$ cat src/include/his_settings.svh
`ifndef HIS_SETTINGS_SVH
`define HIS_SETTINGS_SVH

// bin address width, 16 bins
`define HIS_NB 4
`define HIS_BIN_NUM 16

// bin counter width, saturates at all ones
`define HIS_COUNT_W 4

// nested frame loop sizes
// events per pixel
`define HIS_DATA_NUM 2
// pixels per acquisition
`define HIS_PIXEL_NUM 4
// acquisitions per frame, 24 events in total
`define HIS_ACQ_NUM 3

// completed frame counter width
`define HIS_FRAME_W 8

// apb bus widths
`define HIS_APB_AW 12
`define HIS_APB_DW 32

`endif

$ cat src/logic/his_pkg.sv
`include "his_settings.svh"

package his_pkg;

    // bin address into one bank
    typedef logic [`HIS_NB-1:0] bin_t;

    // value held by one bin counter
    typedef logic [`HIS_COUNT_W-1:0] count_t;

    // number of finished frames, wraps
    typedef logic [`HIS_FRAME_W-1:0] frame_cnt_t;

    // apb vectors
    typedef logic [`HIS_APB_AW-1:0] apb_addr_t;
    typedef logic [`HIS_APB_DW-1:0] apb_data_t;

    // builder fsm
    typedef enum logic [1:0] {
        // zeroing the active bank
        st_clear,
        // taking events
        st_count,
        // last write of the frame still pending
        st_drain
    } builder_state_t;

endpackage

$ cat src/logic/his_bin_ram.sv
`timescale 1ns/10ps
`include "his_settings.svh"

module his_bin_ram import his_pkg::*; (
    input  logic   clk,
    input  logic   bank,
    input  bin_t   rd_bin,
    output count_t rd_count,
    input  logic   wr_en,
    input  bin_t   wr_bin,
    input  count_t wr_count,
    input  logic   clr_en,
    input  bin_t   clr_bin,
    input  bin_t   ro_bin,
    output count_t ro_count
);

    // two banks, one filling and one held for readout
    count_t mem [0:1][0:`HIS_BIN_NUM-1];

    // readout always looks at the finished bank
    logic ro_bank;

    assign ro_bank = ~bank;

    // counting port on the active bank
    always_ff @(posedge clk) begin
        // clear wins, the builder never overlaps the two
        if (clr_en) begin
            mem[bank][clr_bin] <= '0;
        end else if (wr_en) begin
            mem[bank][wr_bin] <= wr_count;
        end
        // read returns the value before a same-edge write
        rd_count <= mem[bank][rd_bin];
    end

    // registered readout port
    always_ff @(posedge clk) begin
        ro_count <= mem[ro_bank][ro_bin];
    end

endmodule

$ cat src/logic/his_builder_fsm.sv
`timescale 1ns/10ps
`include "his_settings.svh"

module his_builder_fsm import his_pkg::*; (
    input  logic       clk,
    input  logic       res,
    input  logic       ev_valid,
    input  bin_t       ev_bin,
    output logic       ev_ready,
    output bin_t       rd_bin,
    input  count_t     rd_count,
    output logic       wr_en,
    output bin_t       wr_bin,
    output count_t     wr_count,
    output logic       clr_en,
    output bin_t       clr_bin,
    output logic       his_num,
    output logic       frame_done,
    output frame_cnt_t frame_cnt
);

    // loop counter widths, at least one bit each
    localparam int IN_W  = (`HIS_DATA_NUM  > 1) ? $clog2(`HIS_DATA_NUM)  : 1;
    localparam int PIX_W = (`HIS_PIXEL_NUM > 1) ? $clog2(`HIS_PIXEL_NUM) : 1;
    localparam int ACQ_W = (`HIS_ACQ_NUM   > 1) ? $clog2(`HIS_ACQ_NUM)   : 1;

    localparam count_t COUNT_MAX = '1;

    builder_state_t state, state_nxt;

    logic             accept;
    logic [IN_W-1:0]  in_cnt;
    logic [PIX_W-1:0] pix_cnt;
    logic [ACQ_W-1:0] acq_cnt;
    logic             in_last, pix_last, acq_last, frame_last;
    bin_t             clr_cnt;
    logic             clr_last;

    // read stage, bin read issued one cycle earlier
    logic   p1_valid;
    bin_t   p1_bin;
    // last write, kept for forwarding
    logic   w_valid;
    bin_t   w_bin;
    count_t w_count;
    logic   fwd_hit;
    count_t base;

    assign ev_ready = (state == st_count);
    assign accept   = ev_valid & ev_ready;

    // inner loops of the frame
    assign in_last    = (in_cnt  == IN_W'(`HIS_DATA_NUM - 1));
    assign pix_last   = (pix_cnt == PIX_W'(`HIS_PIXEL_NUM - 1));
    assign acq_last   = (acq_cnt == ACQ_W'(`HIS_ACQ_NUM - 1));
    assign frame_last = in_last & pix_last & acq_last;

    assign clr_last = (clr_cnt == bin_t'(`HIS_BIN_NUM - 1));
    assign clr_en   = (state == st_clear);
    assign clr_bin  = clr_cnt;

    // bin read goes out in the acceptance cycle
    assign rd_bin = ev_bin;

    // ram value is stale if the previous event just wrote this bin
    assign fwd_hit  = w_valid & (w_bin == p1_bin);
    assign base     = fwd_hit ? w_count : rd_count;
    assign wr_en    = p1_valid;
    assign wr_bin   = p1_bin;
    // saturating increment
    assign wr_count = (base == COUNT_MAX) ? COUNT_MAX : base + 1'b1;

    always_comb begin
        state_nxt = state;
        case (state)
            st_clear: begin
                if (clr_last) begin
                    state_nxt = st_count;
                end
            end
            st_count: begin
                if (accept && frame_last) begin
                    state_nxt = st_drain;
                end
            end
            // write of the last event lands here
            st_drain: state_nxt = st_clear;
            default:  state_nxt = st_clear;
        endcase
    end

    always_ff @(posedge clk or negedge res) begin
        if (!res) begin
            state      <= st_clear;
            clr_cnt    <= '0;
            his_num    <= 1'b0;
            frame_done <= 1'b0;
            frame_cnt  <= '0;
        end else begin
            state <= state_nxt;
            if (state == st_clear) begin
                clr_cnt <= clr_last ? '0 : clr_cnt + 1'b1;
            end
            // swap banks once the frame is complete in ram
            frame_done <= (state == st_drain);
            if (state == st_drain) begin
                his_num   <= ~his_num;
                frame_cnt <= frame_cnt + 1'b1;
            end
        end
    end

    // events per pixel, pixels per acq, acqs per frame
    always_ff @(posedge clk or negedge res) begin
        if (!res) begin
            in_cnt  <= '0;
            pix_cnt <= '0;
            acq_cnt <= '0;
        end else if (accept) begin
            if (in_last) begin
                in_cnt <= '0;
                if (pix_last) begin
                    pix_cnt <= '0;
                    acq_cnt <= acq_last ? '0 : acq_cnt + 1'b1;
                end else begin
                    pix_cnt <= pix_cnt + 1'b1;
                end
            end else begin
                in_cnt <= in_cnt + 1'b1;
            end
        end
    end

    // pipeline valids
    always_ff @(posedge clk or negedge res) begin
        if (!res) begin
            p1_valid <= 1'b0;
            w_valid  <= 1'b0;
        end else begin
            p1_valid <= accept;
            w_valid  <= p1_valid;
        end
    end

    // pipeline payload
    always_ff @(posedge clk) begin
        p1_bin  <= ev_bin;
        w_bin   <= p1_bin;
        w_count <= wr_count;
    end

endmodule

$ cat src/logic/his_apb_readout.sv
`timescale 1ns/10ps
`include "his_settings.svh"

module his_apb_readout import his_pkg::*; (
    input  logic       clk,
    input  logic       res,
    input  logic       psel,
    input  logic       penable,
    input  logic       pwrite,
    input  apb_addr_t  paddr,
    output logic       pready,
    output apb_data_t  prdata,
    output logic       pslverr,
    output bin_t       ro_bin,
    input  count_t     ro_count,
    input  logic       his_num,
    input  frame_cnt_t frame_cnt
);

    // address map
    localparam apb_addr_t STATUS_ADDR = 'h000;
    localparam apb_addr_t BIN_BASE    = 'h100;
    // one word per bin
    localparam int BIN_SHIFT = `HIS_NB + 2;

    logic      acc_first;
    logic      is_status;
    logic      is_bin;
    logic      err;
    apb_data_t rd_data;

    // bin index from word address, ram sees it in setup
    assign ro_bin = paddr[BIN_SHIFT-1:2];

    // first access cycle, the wait state
    assign acc_first = psel & penable & ~pready;

    assign is_status = (paddr == STATUS_ADDR);
    // window of BIN_NUM words at BIN_BASE, word aligned only
    assign is_bin = ((paddr >> BIN_SHIFT) == (BIN_BASE >> BIN_SHIFT))
                    && (paddr[1:0] == 2'b00);

    // read only space
    assign err = pwrite | ~(is_status | is_bin);

    always_comb begin
        rd_data = '0;
        if (!err) begin
            if (is_status) begin
                // his_num above frame count
                rd_data = apb_data_t'({his_num, frame_cnt});
            end else begin
                rd_data = apb_data_t'(ro_count);
            end
        end
    end

    // response registered, so it shows in the second access cycle
    always_ff @(posedge clk or negedge res) begin
        if (!res) begin
            pready  <= 1'b0;
            pslverr <= 1'b0;
            prdata  <= '0;
        end else if (acc_first) begin
            pready  <= 1'b1;
            pslverr <= err;
            prdata  <= rd_data;
        end else begin
            // back to idle after the completing cycle
            pready  <= 1'b0;
            pslverr <= 1'b0;
            prdata  <= '0;
        end
    end

endmodule

$ cat src/logic/his_top.sv
`timescale 1ns/10ps

module his_top import his_pkg::*; (
    input  logic      clk,
    input  logic      res,
    input  logic      ev_valid,
    input  bin_t      ev_bin,
    output logic      ev_ready,
    output logic      frame_done,
    output logic      his_num,
    input  logic      psel,
    input  logic      penable,
    input  logic      pwrite,
    input  apb_addr_t paddr,
    output logic      pready,
    output apb_data_t prdata,
    output logic      pslverr
);

    // counting port
    bin_t       rd_bin;
    count_t     rd_count;
    logic       wr_en;
    bin_t       wr_bin;
    count_t     wr_count;
    logic       clr_en;
    bin_t       clr_bin;
    // readout port
    bin_t       ro_bin;
    count_t     ro_count;
    frame_cnt_t frame_cnt;

    his_builder_fsm i_builder (
        .clk        (clk),
        .res        (res),
        .ev_valid   (ev_valid),
        .ev_bin     (ev_bin),
        .ev_ready   (ev_ready),
        .rd_bin     (rd_bin),
        .rd_count   (rd_count),
        .wr_en      (wr_en),
        .wr_bin     (wr_bin),
        .wr_count   (wr_count),
        .clr_en     (clr_en),
        .clr_bin    (clr_bin),
        .his_num    (his_num),
        .frame_done (frame_done),
        .frame_cnt  (frame_cnt)
    );

    // active bank follows his_num
    his_bin_ram i_ram (
        .clk      (clk),
        .bank     (his_num),
        .rd_bin   (rd_bin),
        .rd_count (rd_count),
        .wr_en    (wr_en),
        .wr_bin   (wr_bin),
        .wr_count (wr_count),
        .clr_en   (clr_en),
        .clr_bin  (clr_bin),
        .ro_bin   (ro_bin),
        .ro_count (ro_count)
    );

    his_apb_readout i_readout (
        .clk       (clk),
        .res       (res),
        .psel      (psel),
        .penable   (penable),
        .pwrite    (pwrite),
        .paddr     (paddr),
        .pready    (pready),
        .prdata    (prdata),
        .pslverr   (pslverr),
        .ro_bin    (ro_bin),
        .ro_count  (ro_count),
        .his_num   (his_num),
        .frame_cnt (frame_cnt)
    );

endmodule

$ cat config.mk
export PLATFORM = sky130hd
export DESIGN_NAME = his_top
export DESIGN_NICKNAME = d
export VERILOG_FILES = /design/src/logic/his_pkg.sv /design/src/logic/his_bin_ram.sv /design/src/logic/his_builder_fsm.sv /design/src/logic/his_apb_readout.sv /design/src/logic/his_top.sv
export VERILOG_INCLUDE_DIRS = /design/src /design/src/include
export SDC_FILE = /design/constraint.sdc
export NUM_CORES = 1
export LEC_CHECK = 0
export BUFFER_PORTS_ARGS = -buffer_cell sky130_fd_sc_hd__buf_4
export CAP_MARGIN = 10
export CORE_MARGIN = 2
export CORE_UTILIZATION = 65
export DETAILED_ROUTE_END_ITERATION = 8
export GPL_TIMING_DRIVEN = 1
export PLACE_DENSITY = 0.84
export SLEW_MARGIN = 20
export SYNTH_ARGS = -nofsm -noshare
export SYNTH_HDL_FRONTEND = slang
export SYNTH_SLANG_ARGS = --single-unit
$ cat constraint.sdc
create_clock -name clk -period 5.65 [get_ports clk]
set_input_delay 0.8475 -clock clk [delete_from_list [all_inputs] [get_ports clk]]
set_output_delay 0.8475 -clock clk [all_outputs]
set_load 0.02 [all_outputs]
; ---- Word-level counts from Yosys, hierarchy flattened
; Memory sizes are Yosys's and may differ from the RTL's.
; Index checks and enable logic that the tools add are counted.
[word_totals]
register_bits = 77
mem_bits_rw = 128
output_inout_bits = 37
n_memories = 1
[memory_table]
columns = memory, words, word_bits, rd, rd_clocked_by_memory_dff, write_ports, line
row1 = i_ram.mem, 2, 64, 2, 0, 1, his_bin_ram.sv:19  ; count_t mem [0:1][0:`HIS_BIN_NUM-1];
[classes]
addsub = 6
n_lt_le_gt_ge = 6
n_eq_ne = 10
muxes = 93
n_bitwise = 79
reduce_logical = 10
[op_table]
columns = op, n
row1 = $mux 64, 2
row2 = $mux 1, 70
row3 = $or 1x1->1, 66
row4 = $mux 4, 9
row5 = $bmux 4 s4, 2
row6 = $demux 4 s4, 2
row7 = $mux 32, 1
row8 = $ge 5x5->1 const B, 4
row9 = $not 4->5, 4
row10 = $mux 9, 2
row11 = $logic_not 12->1, 1
row12 = $lt 5x1->1 const B, 2
row13 = $add 4x1->4 const B, 2
row14 = $add 8x1->8 const B, 1
row15 = $eq 4x4->1 const B, 2
row16 = $mux 2, 4
row17 = $and 1x1->1, 6
row18 = $eq 2x2->1 const B, 3
row19 = $eq 6x3->1 const B, 1
row20 = $add 2x1->2 const B, 2
row21 = $eq 4x4->1, 1
row22 = $logic_and 1x1->1, 4
row23 = $logic_not 2->1, 2
row24 = $pmux 2 s2, 1
row25 = other kinds (7), 10

; ---- Depth between registers and ports, before layout
[depth]
depth_word = 7
mapped_depth = 13
depth_no_buf = 9

; ---- Cells and area by module
; Synthesis repeated with hierarchy kept, for this count alone.
[hier_totals]
cells_unflattened = 588
area_unflattened_um2 = 9178.8
[by_module_without_submodules]
columns = module, instances, cells_each, area_each_um2, seq_area_each_um2
row1 = his_bin_ram, 1, 395, 6961.7, 4003.8
row2 = his_builder_fsm, 1, 129, 1542.7, 815.8
row3 = his_apb_readout, 1, 64, 674.4, 275.3

; ---- Worst setup path before layout
; No wires, ideal clock.
[synth_timing]
kind = register to register
startpoint = reg i_builder.p1_bin[3] (netlist: i_builder.wr_bin[3])
endpoint = mem i_ram.mem[0][13] (netlist name), data pin
setup_time_ns = 0.274
t_arrival_ns = 2.864
required_ns = 5.376
path_slack_ns = 2.512
stages_incl_launch_ff = 14
n_path_buf = 4
path_cell_list = dfxtp_1 buf_2 xor2_1 or3_1 buf_2 nor2_1 mux2_2 ha_1 clkbuf_1 nand3_1 nand2b_1 a21oi_1 clkbuf_1 nor3_1
[synth_via]
elab_chain_len = 7
elab_cells_between_ends = 14
cone_classes = add/sub (1) / order compare (2) / eq/ne (2) / mux (6) / bitwise (2) / reduce/logical (1)
[synth_rtl]
columns = item, line
row1 = "start, declared", his_builder_fsm.sv:41  ; bin_t p1_bin;
row2 = "start signal, assigned", his_builder_fsm.sv:147  ; p1_bin <= ev_bin;
row3 = $not 4->5 (implied by the code), his_bin_ram.sv:32  ; mem[bank][wr_bin] <= wr_count;
row4 = $ge 5x5->1 (implied by the code) or $lt 5x1->1 (tied branches), his_bin_ram.sv:32
row5 = $logic_and 1x1->1 (implied by the code), his_bin_ram.sv:32
row6 = $mux 4 (implied by the code), his_bin_ram.sv:32
row7 = $demux 4 s4, his_bin_ram.sv:32
row8 = $mux 64 (implied by the code), his_bin_ram.sv:32
row9 = $mux 1 (no line) *, --
row10 = "end, declared", his_bin_ram.sv:19
; Mark *: on every way between the ends. The rest lies on a longest branch, timed or not.

; ---- Worst setup path after layout
[layout_timing]
startpoint = reg i_builder.p1_bin[3] (netlist: i_builder.wr_bin[3])
endpoint = mem i_ram.mem[0][45] (netlist name), data pin
; The elaborated chain is that of the path after synthesis.

==> metrics.md <==
| Metric | Value |
|---|---|
| Max-capacitance violation count | `0` |
| Max-Slew Margin vs Limit | `0.344` |
| Avg Cell Area, Syn | `15.0 um^2` |
| Dominant cells by area after synthesis | `sky130_fd_sc_hd__edfxtp_1 43%, sky130_fd_sc_hd__mux4_2 20%, sky130_fd_sc_hd__dfrtp_1 9.5%` |
| Sequential standard cell area | `0.00510 mm^2` |
| First drt pass iteration count | `6` |
| Antenna-violating nets left | `0` |
| TritonCTS buffer count | `17` |
| Global-route congestion overflow total | `0` |
| Number of warnings reported in the yosys synthesis log | `0` |
| Sum Neg Setup Slack | `0 ns` |
| Average via count per standard cell | `7.16` |
| PD cells | `340 mW/mm^2` |
| Start-to-end type of the worst setup path | `flip-flop to flip-flop` |
| Synth Register Bits | `182` |
| Placeable core region | `0.0133 mm^2` |
| Clock slew seen by the registers of the worst setup and hold paths | `0.07 ns` |
| Share of cells above drive strength 1 | `0.270` |
| Count of H-tree levels built during CTS | `4` |
| Placer's final routability congestion estimate | `0.936` |
| Max-slew violation count | `0` |
| Skew-Pair Late Insertion Delay | `0.44 ns` |
| Maximum vdd drop | `309 uV` |
| Routed wire per std cell | `27.5 um` |
| Crit-path max FO | `17` |
| IO buf count | `35` |
| Initial core utilization | `0.673` |
| Via count of the first global-routing pass | `5720` |
| Cells on worst reg2reg path | `8` |
| Run status | `finished, final reports clean` |
| Drt drc | `0` |
| Total inserted antenna cells | `0` |
| Worst path cell trace | `xor2_1 > or3_1 > nor2_1 > mux2_2 > ha_1 > nand3_1 > nor4b_4 > nor3_1` |
| Pin count of the biggest net entering global routing | `35` |
| Number of instances in the synthesized netlist | `601` |
| Final period demand of the worst path | `3.55 ns` |
| Total vias in the final route | `5739` |
| Cell leakage power | `3.45 nW` |
| Maximum operating frequency | `282 MHz` |
| Hold Violations, Final | `0` |
| Final Hold Slack | `0.353 ns` |
| Number of enable-type register cells in the synthesized netlist | `128` |
| Commonest cells in the synthesized netlist | `128 x sky130_fd_sc_hd__edfxtp_1, 80 x sky130_fd_sc_hd__mux4_2, 42 x sky130_fd_sc_hd__a21oi_1` |
| CTS Sinks | `182` |
| Capturing point of the worst reg2reg path | `i_ram.mem[0][45]` |
| Final setup fails | `0` |
| Standard cell with the maximum stage delay on the critical path | `sky130_fd_sc_hd__nor4b_4` |
| Launching element type of the critical path | `flip-flop` |
| Cell at the root of the clock tree | `sky130_fd_sc_hd__clkbuf_16` |
| Buffers inserted during post-CTS setup optimization | `0` |
| Required @ worst endpoint | `5.79 ns` |
| Total global routing track utilization | `0.322` |
| HPWL after DPL | `16100 um` |
| Largest clock skew in the final design | `0.00996 ns` |
| Tcrit/Tclk final | `0.628` |
| Vertical extent of the die | `122 um` |
| Share of flip-flops with an asynchronous set or reset after synthesis | `0.187` |
| Setup slack of the most critical reg-to-reg path | `2.10 ns` |
| Sort of element at the end of the critical path | `flip-flop` |
| Global-route wire length before repair | `33300 um` |
| Synth area leader | `sky130_fd_sc_hd__edfxtp_1` |
| Area enclosed by the die boundary | `0.0148 mm^2` |
| Layout overhead on the synthesized area | `8.42%` |
| Transition time at the pin with the least slew margin | `0.971 ns` |
| Synth top area share | `0.428` |
| Seq/Total Area, Yosys | `0.567` |
| Final Util | `0.730` |
| Die W | `122 um` |
| Cell area after synthesis | `0.00899 mm^2` |
| Io pins | `59` |
| Wirelength, routed | `22100 um` |
| FP Rows | `42` |
| DRC violation total after the first TritonRoute iteration | `838` |
| Multi-input gate area in the final layout | `0.00358 mm^2` |
| Dominant cell by count in the synthesized netlist | `sky130_fd_sc_hd__edfxtp_1` |
| Worst Hold Class | `input port to asynchronous set/reset pin` |
| Maximum clock path buffer count | `2` |
| Sum of internal, switching and leakage power | `0.00332 W` |
| Primary FF master, synth | `sky130_fd_sc_hd__edfxtp_1` |
| Fill count | `808` |
| Arrival time worst endpoint | `3.69 ns` |
| CTS tree | `built` |
| Post_cts resized | `0` |
| Number of unique standard cell types used by synthesis | `48` |
| Initial antenna violation count | `0` |
| Delay of the slowest cell on the worst path | `0.78 ns` |
| Setup repair after global routing missed its margin | `no` |
| Worst r2r src | `i_builder.wr_bin[3]` |
| Post-layout nets | `642` |
| Hold buffer count at cts | `0` |
==> worst max-delay path: cells and delay by family (launching register included) <==
| family | cells | cell delay (ns) |
|---|---|---|
| xor+xnor | 1 | 0.14 |
| fa+ha+maj | 1 | 0.30 |
| flops | 1 | 0.47 |
| mux | 1 | 0.37 |
| simple gates | 5 | 1.96 |
==> logic make-up after synthesis <==
group	after synthesis	synth area share
AOI/OAI and AO/OA	72	0.0498
xor gates and xnor gates	15	0.0146
adders and majority gates	7	0.00974
buffers and inverters	72	0.0465
DFF	182	0.567
muxes	96	0.220
other	1	0.000417
and+or+nand+nor	156	0.0920
==> metal layers <==
layer  vias up  track usage  share of wire
li1       2349            -              -
met1      2822        0.428           0.34
met2       490        0.507           0.49
met3        78       0.0665           0.12
met4         0        0.179          0.047
met5         -            0              0
==> cell usage in the layout, fill, tap and decap left out, types with 2 or more instances in the layout <==
master and instances:
sky130_fd_sc_hd__and3_1 3, sky130_fd_sc_hd__nand2b_1 4, sky130_fd_sc_hd__dfrtp_1 33, sky130_fd_sc_hd__mux4_2 80, sky130_fd_sc_hd__a21boi_0 8, sky130_fd_sc_hd__and2_1 8, sky130_fd_sc_hd__inv_1 5, sky130_fd_sc_hd__inv_6 4
sky130_fd_sc_hd__o211ai_1 2, sky130_fd_sc_hd__nor3b_1 2, sky130_fd_sc_hd__o2111ai_2 2, sky130_fd_sc_hd__buf_4 38, sky130_fd_sc_hd__or3_1 3, sky130_fd_sc_hd__clkinv_4 4, sky130_fd_sc_hd__nand2_1 26, sky130_fd_sc_hd__mux2_2 12
sky130_fd_sc_hd__nand4_1 3, sky130_fd_sc_hd__edfxtp_1 128, sky130_fd_sc_hd__clkbuf_16 17, sky130_fd_sc_hd__nand3_1 15, sky130_fd_sc_hd__mux2i_1 4, sky130_fd_sc_hd__o21ai_0 4, sky130_fd_sc_hd__inv_8 2, sky130_fd_sc_hd__nor4_1 3
sky130_fd_sc_hd__ha_1 7, sky130_fd_sc_hd__o221ai_2 2, sky130_fd_sc_hd__inv_4 3, sky130_fd_sc_hd__nor3_1 39, sky130_fd_sc_hd__nor2b_1 15, sky130_fd_sc_hd__xor2_1 6, sky130_fd_sc_hd__conb_1 23, sky130_fd_sc_hd__nand3b_1 5
sky130_fd_sc_hd__a21o_1 3, sky130_fd_sc_hd__dfxtp_1 20, sky130_fd_sc_hd__a32oi_1 4, sky130_fd_sc_hd__or4_1 2, sky130_fd_sc_hd__nor2_1 22, sky130_fd_sc_hd__xnor2_1 9, sky130_fd_sc_hd__a21oi_1 42
==> how the worst max path moves through the flow <==
stage               cells past startpoint           startpoint               end  slack [ns]
global placement                        9  i_builder.wr_bin[3]  i_ram.mem[0][40]        2.25
finish                                  8  i_builder.wr_bin[3]  i_ram.mem[0][45]        2.10
detailed placement                      9  i_builder.wr_bin[3]  i_ram.mem[0][12]        1.99
floorplan                              13  i_builder.wr_bin[3]  i_ram.mem[0][13]        2.51
CTS                                     9  i_builder.wr_bin[3]  i_ram.mem[0][12]        1.92
global route                            8  i_builder.wr_bin[3]  i_ram.mem[1][33]        1.99
==> state kept, by name, indices dropped and copies added (netlist names) <==
register,flops
i_builder.his_num,1
i_builder.wr_en,1
i_builder.state,2
i_ram.ro_count,4
i_builder.frame_cnt,8
i_builder.w_bin,4
i_builder.w_valid,1
i_readout.pslverr,1
i_builder.clr_bin,4
i_ram.mem,128
i_builder.in_cnt,1
i_builder.acq_cnt,2
i_ram.rd_count,4
i_builder.frame_done,1
i_readout.pready,1
i_builder.pix_cnt,2
i_builder.wr_bin,4
i_readout.prdata,9
i_builder.w_count,4
==> stage by stage <==
step                area, um^2  std cells  worst slack [ns]
detailed placement        9190        770              1.99
global route              9740        802              1.99
CTS                       9740        802              1.92
finish                    9740        802              2.10
global placement          9190        770              2.25
floorplan                 9070        623              2.51
==> where the power goes <==
group	internal, W	switching (W)
sequential	0.00153	0.000100
combinational	0.000227	0.000351
clock	0.000576	0.000537
total	0.00233	0.000988
==> area by class of cell <==
class / instances / area share
clock buffer: 18 / 0.0440
clock inverter: 14 / 0.0119
inverter: 5 / 0.00193
multi-input combinational: 369 / 0.367
sequential: 182 / 0.523
tap: 176 / 0.0226
timing repair buffer: 38 / 0.0293
Note: power is estimated with default switching activity, not from simulation.
